==> config.mk <==
export PLATFORM = sky130hd
export DESIGN_NAME = serial_debug
export DESIGN_NICKNAME = d
export VERILOG_FILES = /design/src/dbg_report_pkg.sv /design/src/frame_report.sv /design/src/pixel_report.sv /design/src/report_sequencer.sv /design/src/serial_debug.sv /design/src/uart_tx.sv
export VERILOG_INCLUDE_DIRS = /design/src
export SDC_FILE = /design/constraint.sdc
export NUM_CORES = 1
export LEC_CHECK = 0
export BUFFER_PORTS_ARGS = -buffer_cell sky130_fd_sc_hd__buf_2
export CORE_MARGIN = 10
export CORE_UTILIZATION = 51
export CTS_CLUSTER_DIAMETER = 120
export DETAILED_ROUTE_END_ITERATION = 7
export PLACE_DENSITY = 0.7
export SYNTH_ARGS = -nofsm -noshare
export SYNTH_HDL_FRONTEND = slang
export SYNTH_SLANG_ARGS = --single-unit
==> constraint.sdc <==
create_clock -name i_clk -period 47.4 [get_ports i_clk]
set_clock_uncertainty 0.15 [all_clocks]
set_input_delay 9.48 -clock i_clk [delete_from_list [all_inputs] [get_ports i_clk]]
set_output_delay 9.48 -clock i_clk [all_outputs]
set_load 0.1 [all_outputs]
==> src/dbg_report_cfg.svh <==
// Debug serial reporter configuration
// Default UART timing and report line lengths
`ifndef DBG_REPORT_CFG_SVH
`define DBG_REPORT_CFG_SVH

// ======================================================================
// UART timing
// ======================================================================
`define DBG_CLK_FREQ 51000000   // Pixel clock, Hz
`define DBG_BAUD 115200         // Line rate

// Bit time in clocks
`define DBG_CLKS_PER_BIT (`DBG_CLK_FREQ / `DBG_BAUD)

// ======================================================================
// Report lines, CR LF included
// ======================================================================
`define DBG_FRAME_LEN 31        // F:hhhh PC:hhh I:hhhh V:dddd s
`define DBG_PIXEL_LEN 25        // P:ddddd X:ddd Y:ddd B:d

`endif

==> src/dbg_report_pkg.sv <==
// Debug reporter shared types
// FSM encodings, character types and ASCII digit helpers
`default_nettype none

package dbg_report_pkg;

    typedef logic [7:0] char_t;      // One ASCII character
    typedef logic [4:0] char_idx_t;  // Position within a report line

    // Report currently on the wire
    typedef enum logic {
        SRC_FRAME = 1'b0,
        SRC_PIXEL = 1'b1
    } report_src_t;

    typedef enum logic [1:0] {
        UART_IDLE  = 2'd0,
        UART_START = 2'd1,
        UART_DATA  = 2'd2,
        UART_STOP  = 2'd3
    } uart_state_t;

    typedef enum logic [1:0] {
        SEQ_IDLE = 2'd0,
        SEQ_SEND = 2'd1,
        SEQ_WAIT = 2'd2
    } seq_state_t;

    // Nibble to '0'..'9', 'A'..'F'
    function automatic char_t hex_ascii(input logic [3:0] nib);
        return (nib < 4'd10) ? char_t'(8'd48 + nib) : char_t'(8'd55 + nib);
    endfunction

    // Decimal digit to '0'..'9'
    function automatic char_t dec_ascii(input logic [3:0] dig);
        return char_t'(8'd48 + dig);
    endfunction

endpackage

`default_nettype wire

==> src/frame_report.sv <==
// Frame report builder
// Counts frames and pixel-valid cycles, serves the frame line by index
`timescale 1ns/10ps
`default_nettype none

module frame_report import dbg_report_pkg::*; (
    input  wire        i_clk,
    input  wire        i_rst_n,
    input  wire        i_enable,
    input  wire        i_frame_tick,
    input  wire        i_pixel_valid,
    input  wire [11:0] i_cpu_pc,
    input  wire [15:0] i_cpu_instr_count,
    input  wire        i_cpu_running,
    input  wire        i_grant,         // One-cycle pulse from sequencer
    input  char_idx_t  i_char_idx,
    output logic       o_req,
    output char_t      o_char
);

    logic        r_tick_d;
    logic [15:0] r_frame_cnt;   // Frame ticks seen
    logic [15:0] r_frame_lat;   // Frame number of last completed frame
    logic [13:0] r_pv_cnt;      // Pixel-valid cycles, wraps at 10000
    logic [13:0] r_pv_lat;

    // Send snapshot
    logic [15:0] s_frame;
    logic [11:0] s_pc;
    logic [15:0] s_instr;
    logic [13:0] s_pv;
    logic        s_run;

    wire tick_rise = i_frame_tick & ~r_tick_d;

    // ======================================================================
    // Counters and request
    // ======================================================================
    always_ff @(posedge i_clk) begin
        if (!i_rst_n) begin
            r_tick_d    <= 1'b0;
            r_frame_cnt <= 16'd0;
            r_frame_lat <= 16'd0;
            r_pv_cnt    <= 14'd0;
            r_pv_lat    <= 14'd0;
            o_req       <= 1'b0;
        end else begin
            r_tick_d <= i_frame_tick;
            if (tick_rise) begin
                r_frame_cnt <= r_frame_cnt + 16'd1;
                r_frame_lat <= r_frame_cnt;     // Number before increment
                r_pv_lat    <= r_pv_cnt;
                r_pv_cnt    <= i_pixel_valid ? 14'd1 : 14'd0;  // New frame
            end else if (i_pixel_valid) begin
                r_pv_cnt <= (r_pv_cnt == 14'd9999) ? 14'd0 : r_pv_cnt + 14'd1;
            end
            if (!i_enable)
                o_req <= 1'b0;
            else if (tick_rise)
                o_req <= 1'b1;    // New tick wins over a grant
            else if (i_grant)
                o_req <= 1'b0;
        end
    end

    // Snapshot on grant, CPU fields live
    always_ff @(posedge i_clk) begin
        if (i_grant) begin
            s_frame <= r_frame_lat;
            s_pv    <= r_pv_lat;
            s_pc    <= i_cpu_pc;
            s_instr <= i_cpu_instr_count;
            s_run   <= i_cpu_running;
        end
    end

    // ======================================================================
    // Line lookup
    // ======================================================================
    logic [3:0] v_d3, v_d2, v_d1, v_d0;   // V field digits
    assign v_d3 = 4'(s_pv / 14'd1000);
    assign v_d2 = 4'((s_pv / 14'd100) % 14'd10);
    assign v_d1 = 4'((s_pv / 14'd10) % 14'd10);
    assign v_d0 = 4'(s_pv % 14'd10);

    always_comb begin
        case (i_char_idx)
            5'd0:  o_char = "F";
            5'd1:  o_char = ":";
            5'd2:  o_char = hex_ascii(s_frame[15:12]);
            5'd3:  o_char = hex_ascii(s_frame[11:8]);
            5'd4:  o_char = hex_ascii(s_frame[7:4]);
            5'd5:  o_char = hex_ascii(s_frame[3:0]);
            5'd7:  o_char = "P";
            5'd8:  o_char = "C";
            5'd9:  o_char = ":";
            5'd10: o_char = hex_ascii(s_pc[11:8]);
            5'd11: o_char = hex_ascii(s_pc[7:4]);
            5'd12: o_char = hex_ascii(s_pc[3:0]);
            5'd14: o_char = "I";
            5'd15: o_char = ":";
            5'd16: o_char = hex_ascii(s_instr[15:12]);
            5'd17: o_char = hex_ascii(s_instr[11:8]);
            5'd18: o_char = hex_ascii(s_instr[7:4]);
            5'd19: o_char = hex_ascii(s_instr[3:0]);
            5'd21: o_char = "V";
            5'd22: o_char = ":";
            5'd23: o_char = dec_ascii(v_d3);
            5'd24: o_char = dec_ascii(v_d2);
            5'd25: o_char = dec_ascii(v_d1);
            5'd26: o_char = dec_ascii(v_d0);
            5'd28: o_char = s_run ? "R" : ".";   // Running flag
            5'd29: o_char = 8'h0D;               // CR
            5'd30: o_char = 8'h0A;               // LF
            default: o_char = " ";               // Field separators
        endcase
    end

endmodule

`default_nettype wire

==> src/pixel_report.sv <==
// Pixel report builder
// Latches pixel fields on strobe edge, serves the pixel line by index
`timescale 1ns/10ps
`default_nettype none

module pixel_report import dbg_report_pkg::*; (
    input  wire        i_clk,
    input  wire        i_rst_n,
    input  wire        i_enable,
    input  wire        i_pixel_strobe,
    input  wire [31:0] i_pixel_count,
    input  wire [9:0]  i_pixel_x,
    input  wire [9:0]  i_pixel_y,
    input  wire [2:0]  i_pixel_brightness,
    input  wire        i_grant,
    input  char_idx_t  i_char_idx,
    output logic       o_req,
    output char_t      o_char
);

    logic        r_strobe_d;
    logic [31:0] r_cnt;         // Fields from last strobe edge
    logic [9:0]  r_x, r_y;
    logic [2:0]  r_bri;
    logic [16:0] s_cnt;         // Snapshot, count already mod 100000
    logic [9:0]  s_x, s_y;
    logic [2:0]  s_bri;

    wire strobe_rise = i_pixel_strobe & ~r_strobe_d;

    always_ff @(posedge i_clk) begin
        if (!i_rst_n) begin
            r_strobe_d <= 1'b0;
            o_req      <= 1'b0;
        end else begin
            r_strobe_d <= i_pixel_strobe;
            if (!i_enable)
                o_req <= 1'b0;
            else if (strobe_rise)
                o_req <= 1'b1;
            else if (i_grant)
                o_req <= 1'b0;
        end
    end

    // Capture on edge, move to snapshot on grant
    always_ff @(posedge i_clk) begin
        if (strobe_rise) begin
            r_cnt <= i_pixel_count;
            r_x   <= i_pixel_x;
            r_y   <= i_pixel_y;
            r_bri <= i_pixel_brightness;
        end
        if (i_grant) begin
            s_cnt <= 17'(r_cnt % 32'd100000);
            s_x   <= r_x;
            s_y   <= r_y;
            s_bri <= r_bri;
        end
    end

    // ======================================================================
    // Line lookup, all fields decimal
    // ======================================================================
    always_comb begin
        case (i_char_idx)
            5'd0:  o_char = "P";
            5'd1:  o_char = ":";
            5'd2:  o_char = dec_ascii(4'(s_cnt / 17'd10000));
            5'd3:  o_char = dec_ascii(4'((s_cnt / 17'd1000) % 17'd10));
            5'd4:  o_char = dec_ascii(4'((s_cnt / 17'd100) % 17'd10));
            5'd5:  o_char = dec_ascii(4'((s_cnt / 17'd10) % 17'd10));
            5'd6:  o_char = dec_ascii(4'(s_cnt % 17'd10));
            5'd8:  o_char = "X";
            5'd9:  o_char = ":";
            5'd10: o_char = dec_ascii(4'((s_x / 10'd100) % 10'd10));
            5'd11: o_char = dec_ascii(4'((s_x / 10'd10) % 10'd10));
            5'd12: o_char = dec_ascii(4'(s_x % 10'd10));
            5'd14: o_char = "Y";
            5'd15: o_char = ":";
            5'd16: o_char = dec_ascii(4'((s_y / 10'd100) % 10'd10));
            5'd17: o_char = dec_ascii(4'((s_y / 10'd10) % 10'd10));
            5'd18: o_char = dec_ascii(4'(s_y % 10'd10));
            5'd20: o_char = "B";
            5'd21: o_char = ":";
            5'd22: o_char = dec_ascii({1'b0, s_bri});  // 0..7
            5'd23: o_char = 8'h0D;
            5'd24: o_char = 8'h0A;
            default: o_char = " ";
        endcase
    end

endmodule

`default_nettype wire

==> src/report_sequencer.sv <==
// Report sequencer
// Grants one builder at a time and feeds its line to the UART per character
`timescale 1ns/10ps
`default_nettype none
`include "dbg_report_cfg.svh"

module report_sequencer import dbg_report_pkg::*; (
    input  wire       i_clk,
    input  wire       i_rst_n,
    input  wire       i_frame_req,
    input  wire       i_pixel_req,
    input  char_t     i_frame_char,
    input  char_t     i_pixel_char,
    input  wire       i_tx_busy,
    output logic      o_frame_grant,
    output logic      o_pixel_grant,
    output char_idx_t o_char_idx,
    output logic      o_send,      // One-cycle strobe to UART
    output char_t     o_data
);

    localparam char_idx_t FRAME_LAST = char_idx_t'(`DBG_FRAME_LEN - 1);
    localparam char_idx_t PIXEL_LAST = char_idx_t'(`DBG_PIXEL_LEN - 1);

    seq_state_t  r_state;
    report_src_t r_src;     // Builder being sent
    char_idx_t   r_idx;

    // Grants only from idle, pixel first
    assign o_pixel_grant = (r_state == SEQ_IDLE) & i_pixel_req;
    assign o_frame_grant = (r_state == SEQ_IDLE) & i_frame_req & ~i_pixel_req;
    assign o_char_idx    = r_idx;

    wire char_t     cur_char = (r_src == SRC_PIXEL) ? i_pixel_char : i_frame_char;
    wire char_idx_t last_idx = (r_src == SRC_PIXEL) ? PIXEL_LAST : FRAME_LAST;

    // ======================================================================
    // Line FSM
    // ======================================================================
    always_ff @(posedge i_clk) begin
        if (!i_rst_n) begin
            r_state <= SEQ_IDLE;
            r_src   <= SRC_FRAME;
            r_idx   <= '0;
            o_send  <= 1'b0;
        end else begin
            o_send <= 1'b0;
            case (r_state)
                SEQ_IDLE: begin
                    r_idx <= '0;
                    if (o_pixel_grant) begin
                        r_src   <= SRC_PIXEL;
                        r_state <= SEQ_SEND;
                    end else if (o_frame_grant) begin
                        r_src   <= SRC_FRAME;
                        r_state <= SEQ_SEND;
                    end
                end
                SEQ_SEND: if (!i_tx_busy) begin   // Snapshot valid from here
                    o_send  <= 1'b1;
                    r_state <= SEQ_WAIT;
                end
                SEQ_WAIT: if (i_tx_busy) begin    // Character taken
                    if (r_idx == last_idx) begin
                        r_state <= SEQ_IDLE;
                    end else begin
                        r_idx   <= r_idx + 1'b1;
                        r_state <= SEQ_SEND;
                    end
                end
                default: r_state <= SEQ_IDLE;
            endcase
        end
    end

    // Byte for the transmitter
    always_ff @(posedge i_clk) begin
        if (r_state == SEQ_SEND && !i_tx_busy)
            o_data <= cur_char;
    end

endmodule

`default_nettype wire

==> src/serial_debug.sv <==
// Debug serial reporter top level
// Frame and pixel builders share one UART through the sequencer
`timescale 1ns/10ps
`default_nettype none
`include "dbg_report_cfg.svh"

module serial_debug import dbg_report_pkg::*; #(
    parameter int CLKS_PER_BIT = `DBG_CLKS_PER_BIT
) (
    input  wire        i_clk,
    input  wire        i_rst_n,
    input  wire        i_enable,           // Low stops new reports
    input  wire        i_frame_tick,
    input  wire        i_pixel_valid,
    input  wire [11:0] i_cpu_pc,
    input  wire [15:0] i_cpu_instr_count,
    input  wire        i_cpu_running,
    input  wire        i_pixel_strobe,
    input  wire [31:0] i_pixel_count,
    input  wire [9:0]  i_pixel_x,
    input  wire [9:0]  i_pixel_y,
    input  wire [2:0]  i_pixel_brightness,
    output logic       o_uart_tx
);

    logic      w_frame_req, w_pixel_req;
    logic      w_frame_grant, w_pixel_grant;
    char_idx_t w_char_idx;
    char_t     w_frame_char, w_pixel_char;
    logic      w_send, w_busy;
    char_t     w_data;

    frame_report frame_report_i (
        .i_clk             (i_clk),
        .i_rst_n           (i_rst_n),
        .i_enable          (i_enable),
        .i_frame_tick      (i_frame_tick),
        .i_pixel_valid     (i_pixel_valid),
        .i_cpu_pc          (i_cpu_pc),
        .i_cpu_instr_count (i_cpu_instr_count),
        .i_cpu_running     (i_cpu_running),
        .i_grant           (w_frame_grant),
        .i_char_idx        (w_char_idx),
        .o_req             (w_frame_req),
        .o_char            (w_frame_char)
    );

    pixel_report pixel_report_i (
        .i_clk              (i_clk),
        .i_rst_n            (i_rst_n),
        .i_enable           (i_enable),
        .i_pixel_strobe     (i_pixel_strobe),
        .i_pixel_count      (i_pixel_count),
        .i_pixel_x          (i_pixel_x),
        .i_pixel_y          (i_pixel_y),
        .i_pixel_brightness (i_pixel_brightness),
        .i_grant            (w_pixel_grant),
        .i_char_idx         (w_char_idx),
        .o_req              (w_pixel_req),
        .o_char             (w_pixel_char)
    );

    report_sequencer report_sequencer_i (
        .i_clk         (i_clk),
        .i_rst_n       (i_rst_n),
        .i_frame_req   (w_frame_req),
        .i_pixel_req   (w_pixel_req),
        .i_frame_char  (w_frame_char),
        .i_pixel_char  (w_pixel_char),
        .i_tx_busy     (w_busy),
        .o_frame_grant (w_frame_grant),
        .o_pixel_grant (w_pixel_grant),
        .o_char_idx    (w_char_idx),
        .o_send        (w_send),
        .o_data        (w_data)
    );

    uart_tx #(
        .CLKS_PER_BIT (CLKS_PER_BIT)
    ) uart_tx_i (
        .i_clk   (i_clk),
        .i_rst_n (i_rst_n),
        .i_send  (w_send),
        .i_data  (w_data),
        .o_tx    (o_uart_tx),
        .o_busy  (w_busy)
    );

endmodule

`default_nettype wire

==> src/uart_tx.sv <==
// UART transmitter, 8N1
// Start bit, 8 data bits LSB first, one stop bit; line idles high
`timescale 1ns/10ps
`default_nettype none
`include "dbg_report_cfg.svh"

module uart_tx import dbg_report_pkg::*; #(
    parameter int CLKS_PER_BIT = `DBG_CLKS_PER_BIT
) (
    input  wire   i_clk,
    input  wire   i_rst_n,
    input  wire   i_send,    // Strobe, taken only in idle
    input  char_t i_data,
    output logic  o_tx,      // Serial line
    output logic  o_busy
);

    localparam int CNT_W = $clog2(CLKS_PER_BIT + 1);
    localparam logic [CNT_W-1:0] BIT_LAST = CNT_W'(CLKS_PER_BIT - 1);

    uart_state_t      r_state;
    logic [CNT_W-1:0] r_clk_cnt;   // Clocks within current bit
    logic [2:0]       r_bit_idx;   // Data bit number
    logic [7:0]       r_shift;     // Byte, shifted right per bit

    wire bit_done = (r_clk_cnt == BIT_LAST);

    always_ff @(posedge i_clk) begin
        if (!i_rst_n) begin
            r_state   <= UART_IDLE;
            r_clk_cnt <= '0;
            r_bit_idx <= 3'd0;
            o_tx      <= 1'b1;   // Idle high
            o_busy    <= 1'b0;
        end else begin
            r_clk_cnt <= bit_done ? '0 : r_clk_cnt + 1'b1;
            case (r_state)
                UART_IDLE: begin
                    r_clk_cnt <= '0;
                    if (i_send) begin
                        r_shift <= i_data;
                        o_tx    <= 1'b0;   // Start bit begins right away
                        o_busy  <= 1'b1;
                        r_state <= UART_START;
                    end
                end
                UART_START: if (bit_done) begin
                    o_tx      <= r_shift[0];
                    r_bit_idx <= 3'd0;
                    r_state   <= UART_DATA;
                end
                UART_DATA: if (bit_done) begin
                    r_shift   <= r_shift >> 1;
                    r_bit_idx <= r_bit_idx + 3'd1;
                    if (r_bit_idx == 3'd7) begin
                        o_tx    <= 1'b1;   // Stop bit
                        r_state <= UART_STOP;
                    end else begin
                        o_tx <= r_shift[1];
                    end
                end
                UART_STOP: if (bit_done) begin
                    o_busy  <= 1'b0;
                    r_state <= UART_IDLE;
                end
                default: r_state <= UART_IDLE;
            endcase
        end
    end

endmodule

`default_nettype wire
==> metrics.txt <==
first-pass GRT wire length roughly 150,000 µm; CTS hold repair buffers 0; global route total overflow 0; gpl congestion 0.959; Synth-to-Final Area Change 6.28%; Num CTS Buffers 34; Die H ~280 µm; Yosys warnings 0; Worst-Margin Slew 1.11 ns; vias after detailed routing approximately 33,000; NumNets Final 4,684; Clock Latency Late Sink 0.56 ns; fmax ~32 MHz; Worst Hold End pixel_report_i.s_bri[1]; Worst setup EP type flip-flop; Critical Path RT between 40 and 50 ns; Final setup viols 0; status completed; Horiz. Die Dim 276 µm; Iter 0 DRT Violations approximately 2,900; pin count of the biggest net entering global routing around 70; Root Buffer clkbuf_16; WL/cell between 15 and 20 µm; most frequent cells in the layout nand2_1, nor2_1, a21oi_1; core area 0.0646 mm²; internal reg-to-reg setup slack 15.91 ns; Critical Path Slowest Stage Cell or4_1; Final min period roughly 31 ns; HPWL Detailed between 60,000 and 70,000 µm; final hold violations 0; Initial DRT Pass Iterations 7; share of cells above drive strength 1 8.39%; Reg clk slew, reported paths 0.06 ns; post-route ant nets 0; WHS Path Cells 0; worst hold path class flip-flop to flip-flop; number of global-route vias before repair 30,000; Post-route DRC 0; TritonCTS clock tree yes; Longest Clk Path Bufs 3; unrepaired setup endpoints after global routing false; H-tree depth 2; Syn Nets ~4,700; antenna violations before repair 2; post-synthesis sequential area ratio between 20% and 30%; MaxCap Viol Count 0; FP Rows 93; R2R Path Start report_sequencer_i.o_char_idx[0]; Post-Route WL 91,700 µm; Antenna diodes 0; Sum Neg Setup Slack 0 ns; EDFF count, synth 168; clock sink count around 260; Top cell by count, worst path a21oi_1; IO buf count 90; Mean Syn Cell Area approximately 7.6 µm²; hold path start pixel_report_i.r_bri[1]; die area about 0.076 mm²; Resized Gates After CTS 0; via/cell ratio between 6 and 7; CP Buf/Inv Count 4; crit path DAT approximately 32 ns; Post-Synthesis Cells about 4,400; critical path class flip-flop to flip-flop; CP Max Fanout 17; Crit path max-delay family compound AO/OA/AOI/OAI gates; number of max-slew violations in the final report 0; startpoint types flip-flop; Yosys cell types between 100 and 150; prevailing post-synth register cell edfxtp_1; initial core utilization about half; flops & latches, synth ~260; Global Route Usage Sum between 20% and 30%; R2R cell count 130; worst r2r dst report_sequencer_i.o_data[0]; critical path's largest stage delay approximately 0.81 ns; Tcrit/Tclk final ~66%; ys async rst share 0%; IO Pins between 90 and 100; Mapped Area approximately 0.033 mm²; commonest non-fill, non-tap cell in the layout nand2_1; worst rel slew slack about a quarter; setup bufs post-CTS 0
[per-layer routing]
| layer | vias up | wire [µm] | track usage, % | share of wire [%] |
|---|---|---|---|---|
| li1 | 16400 | - | - | - |
| met3 | 128 | 5820 | 3.17 | 6.3 |
| met4 | 2 | 2250 | 6.59 | 2.5 |
| met2 | 930 | 41800 | 38.7 | 46 |
| met5 | - | 11 | 0 | 0.012 |
| met1 | 15400 | 41700 | 31.1 | 46 |
[synth_stat cells (all sizes together), types with 57 or more instances]
cell | instances | share of area [%]
nor2b | 71 | 1.3
nand3 | 120 | 1.8
a21oi | 299 | 4.5
o21ai | 311 | 4.7
nor2 | 423 | 4.8
a211oi | 57 | 1.4
a21boi | 65 | 1.5
o21a | 81 | 1.8
mux2i | 69 | 2.1
edfxtp | 168 | 15
xnor2 | 182 | 4.9
and3 | 63 | 1.2
nand2 | 500 | 5.7
and2 | 73 | 1.4
dfxtp | 89 | 5.3
clkbuf | 179 | 2.0
a31oi | 73 | 1.5
inv | 139 | 1.6
ha | 244 | 9.2
xor2 | 79 | 2.2
nor3 | 171 | 2.6
[worst max path at each step]
stage                                      from                           end  slack [ns]  cells after the start
6_report       report_sequencer_i.o_char_idx[0]  report_sequencer_i.o_data[0]       15.91                    130
5_1_grt        report_sequencer_i.o_char_idx[0]  report_sequencer_i.o_data[0]       12.81                    132
3_3_place_gp   report_sequencer_i.o_char_idx[0]  report_sequencer_i.o_data[0]       17.25                    130
3_5_place_dp   report_sequencer_i.o_char_idx[0]  report_sequencer_i.o_data[0]       16.40                    130
4_1_cts        report_sequencer_i.o_char_idx[0]  report_sequencer_i.o_data[0]       16.29                    130
2_1_floorplan  report_sequencer_i.o_char_idx[1]  report_sequencer_i.o_data[0]       19.57                    139
[cell families after synthesis]
group,count (synthesis),synth area share [%]
AOI/OAI and AO/OA,1426,29.9
xor gates and xnor gates,261,7.04
adders and majority gates,258,9.58
buffers and inverters,354,4.16
DFF,257,20.5
muxes,115,3.76
and+or+nand+nor,1723,25.0
[through the flow]
step / instance area (µm²) / instances / setup WS, ns / hold WS [ns] / util (%)
after floorplan: 33300 / 4394 / 19.57 / 0.250 / -
after global placement: 34300 / 5169 / 17.25 / 0.255 / 53.2
after detailed placement: 34300 / 5169 / 16.40 / 0.255 / 53.2
after CTS: 35400 / 5230 / 16.29 / 0.256 / 54.8
after global routing: 35400 / 5230 / 12.81 / 0.270 / 54.8
final: 35400 / 5230 / 15.91 / 0.254 / 54.8
[sequential cells by signal (all words and copies together), names as in the netlist, 14 cells and up]
| register | cells |
|---|---|
| frame_report_i.r_frame_cnt | 16 |
| frame_report_i.r_frame_lat | 16 |
| frame_report_i.r_pv_cnt | 14 |
| frame_report_i.r_pv_lat | 14 |
| frame_report_i.s_frame | 16 |
| frame_report_i.s_instr | 16 |
| frame_report_i.s_pv | 14 |
| pixel_report_i.r_cnt | 32 |
| pixel_report_i.s_cnt | 17 |
[area by class of cell]
cell class	count	area (µm²)
Clock buffer	40	893
Clock inverter	21	189
Fill cell	6154	29200
Inverter	139	522
Multi-Input combinational cell	3783	25100
Sequential cell	257	6830
Tap cell	855	1070
Timing Repair Buffer	135	788
Power is not shown: default switching activity piles up to over one toggle a cycle in this logic, so the estimate is an artifact.
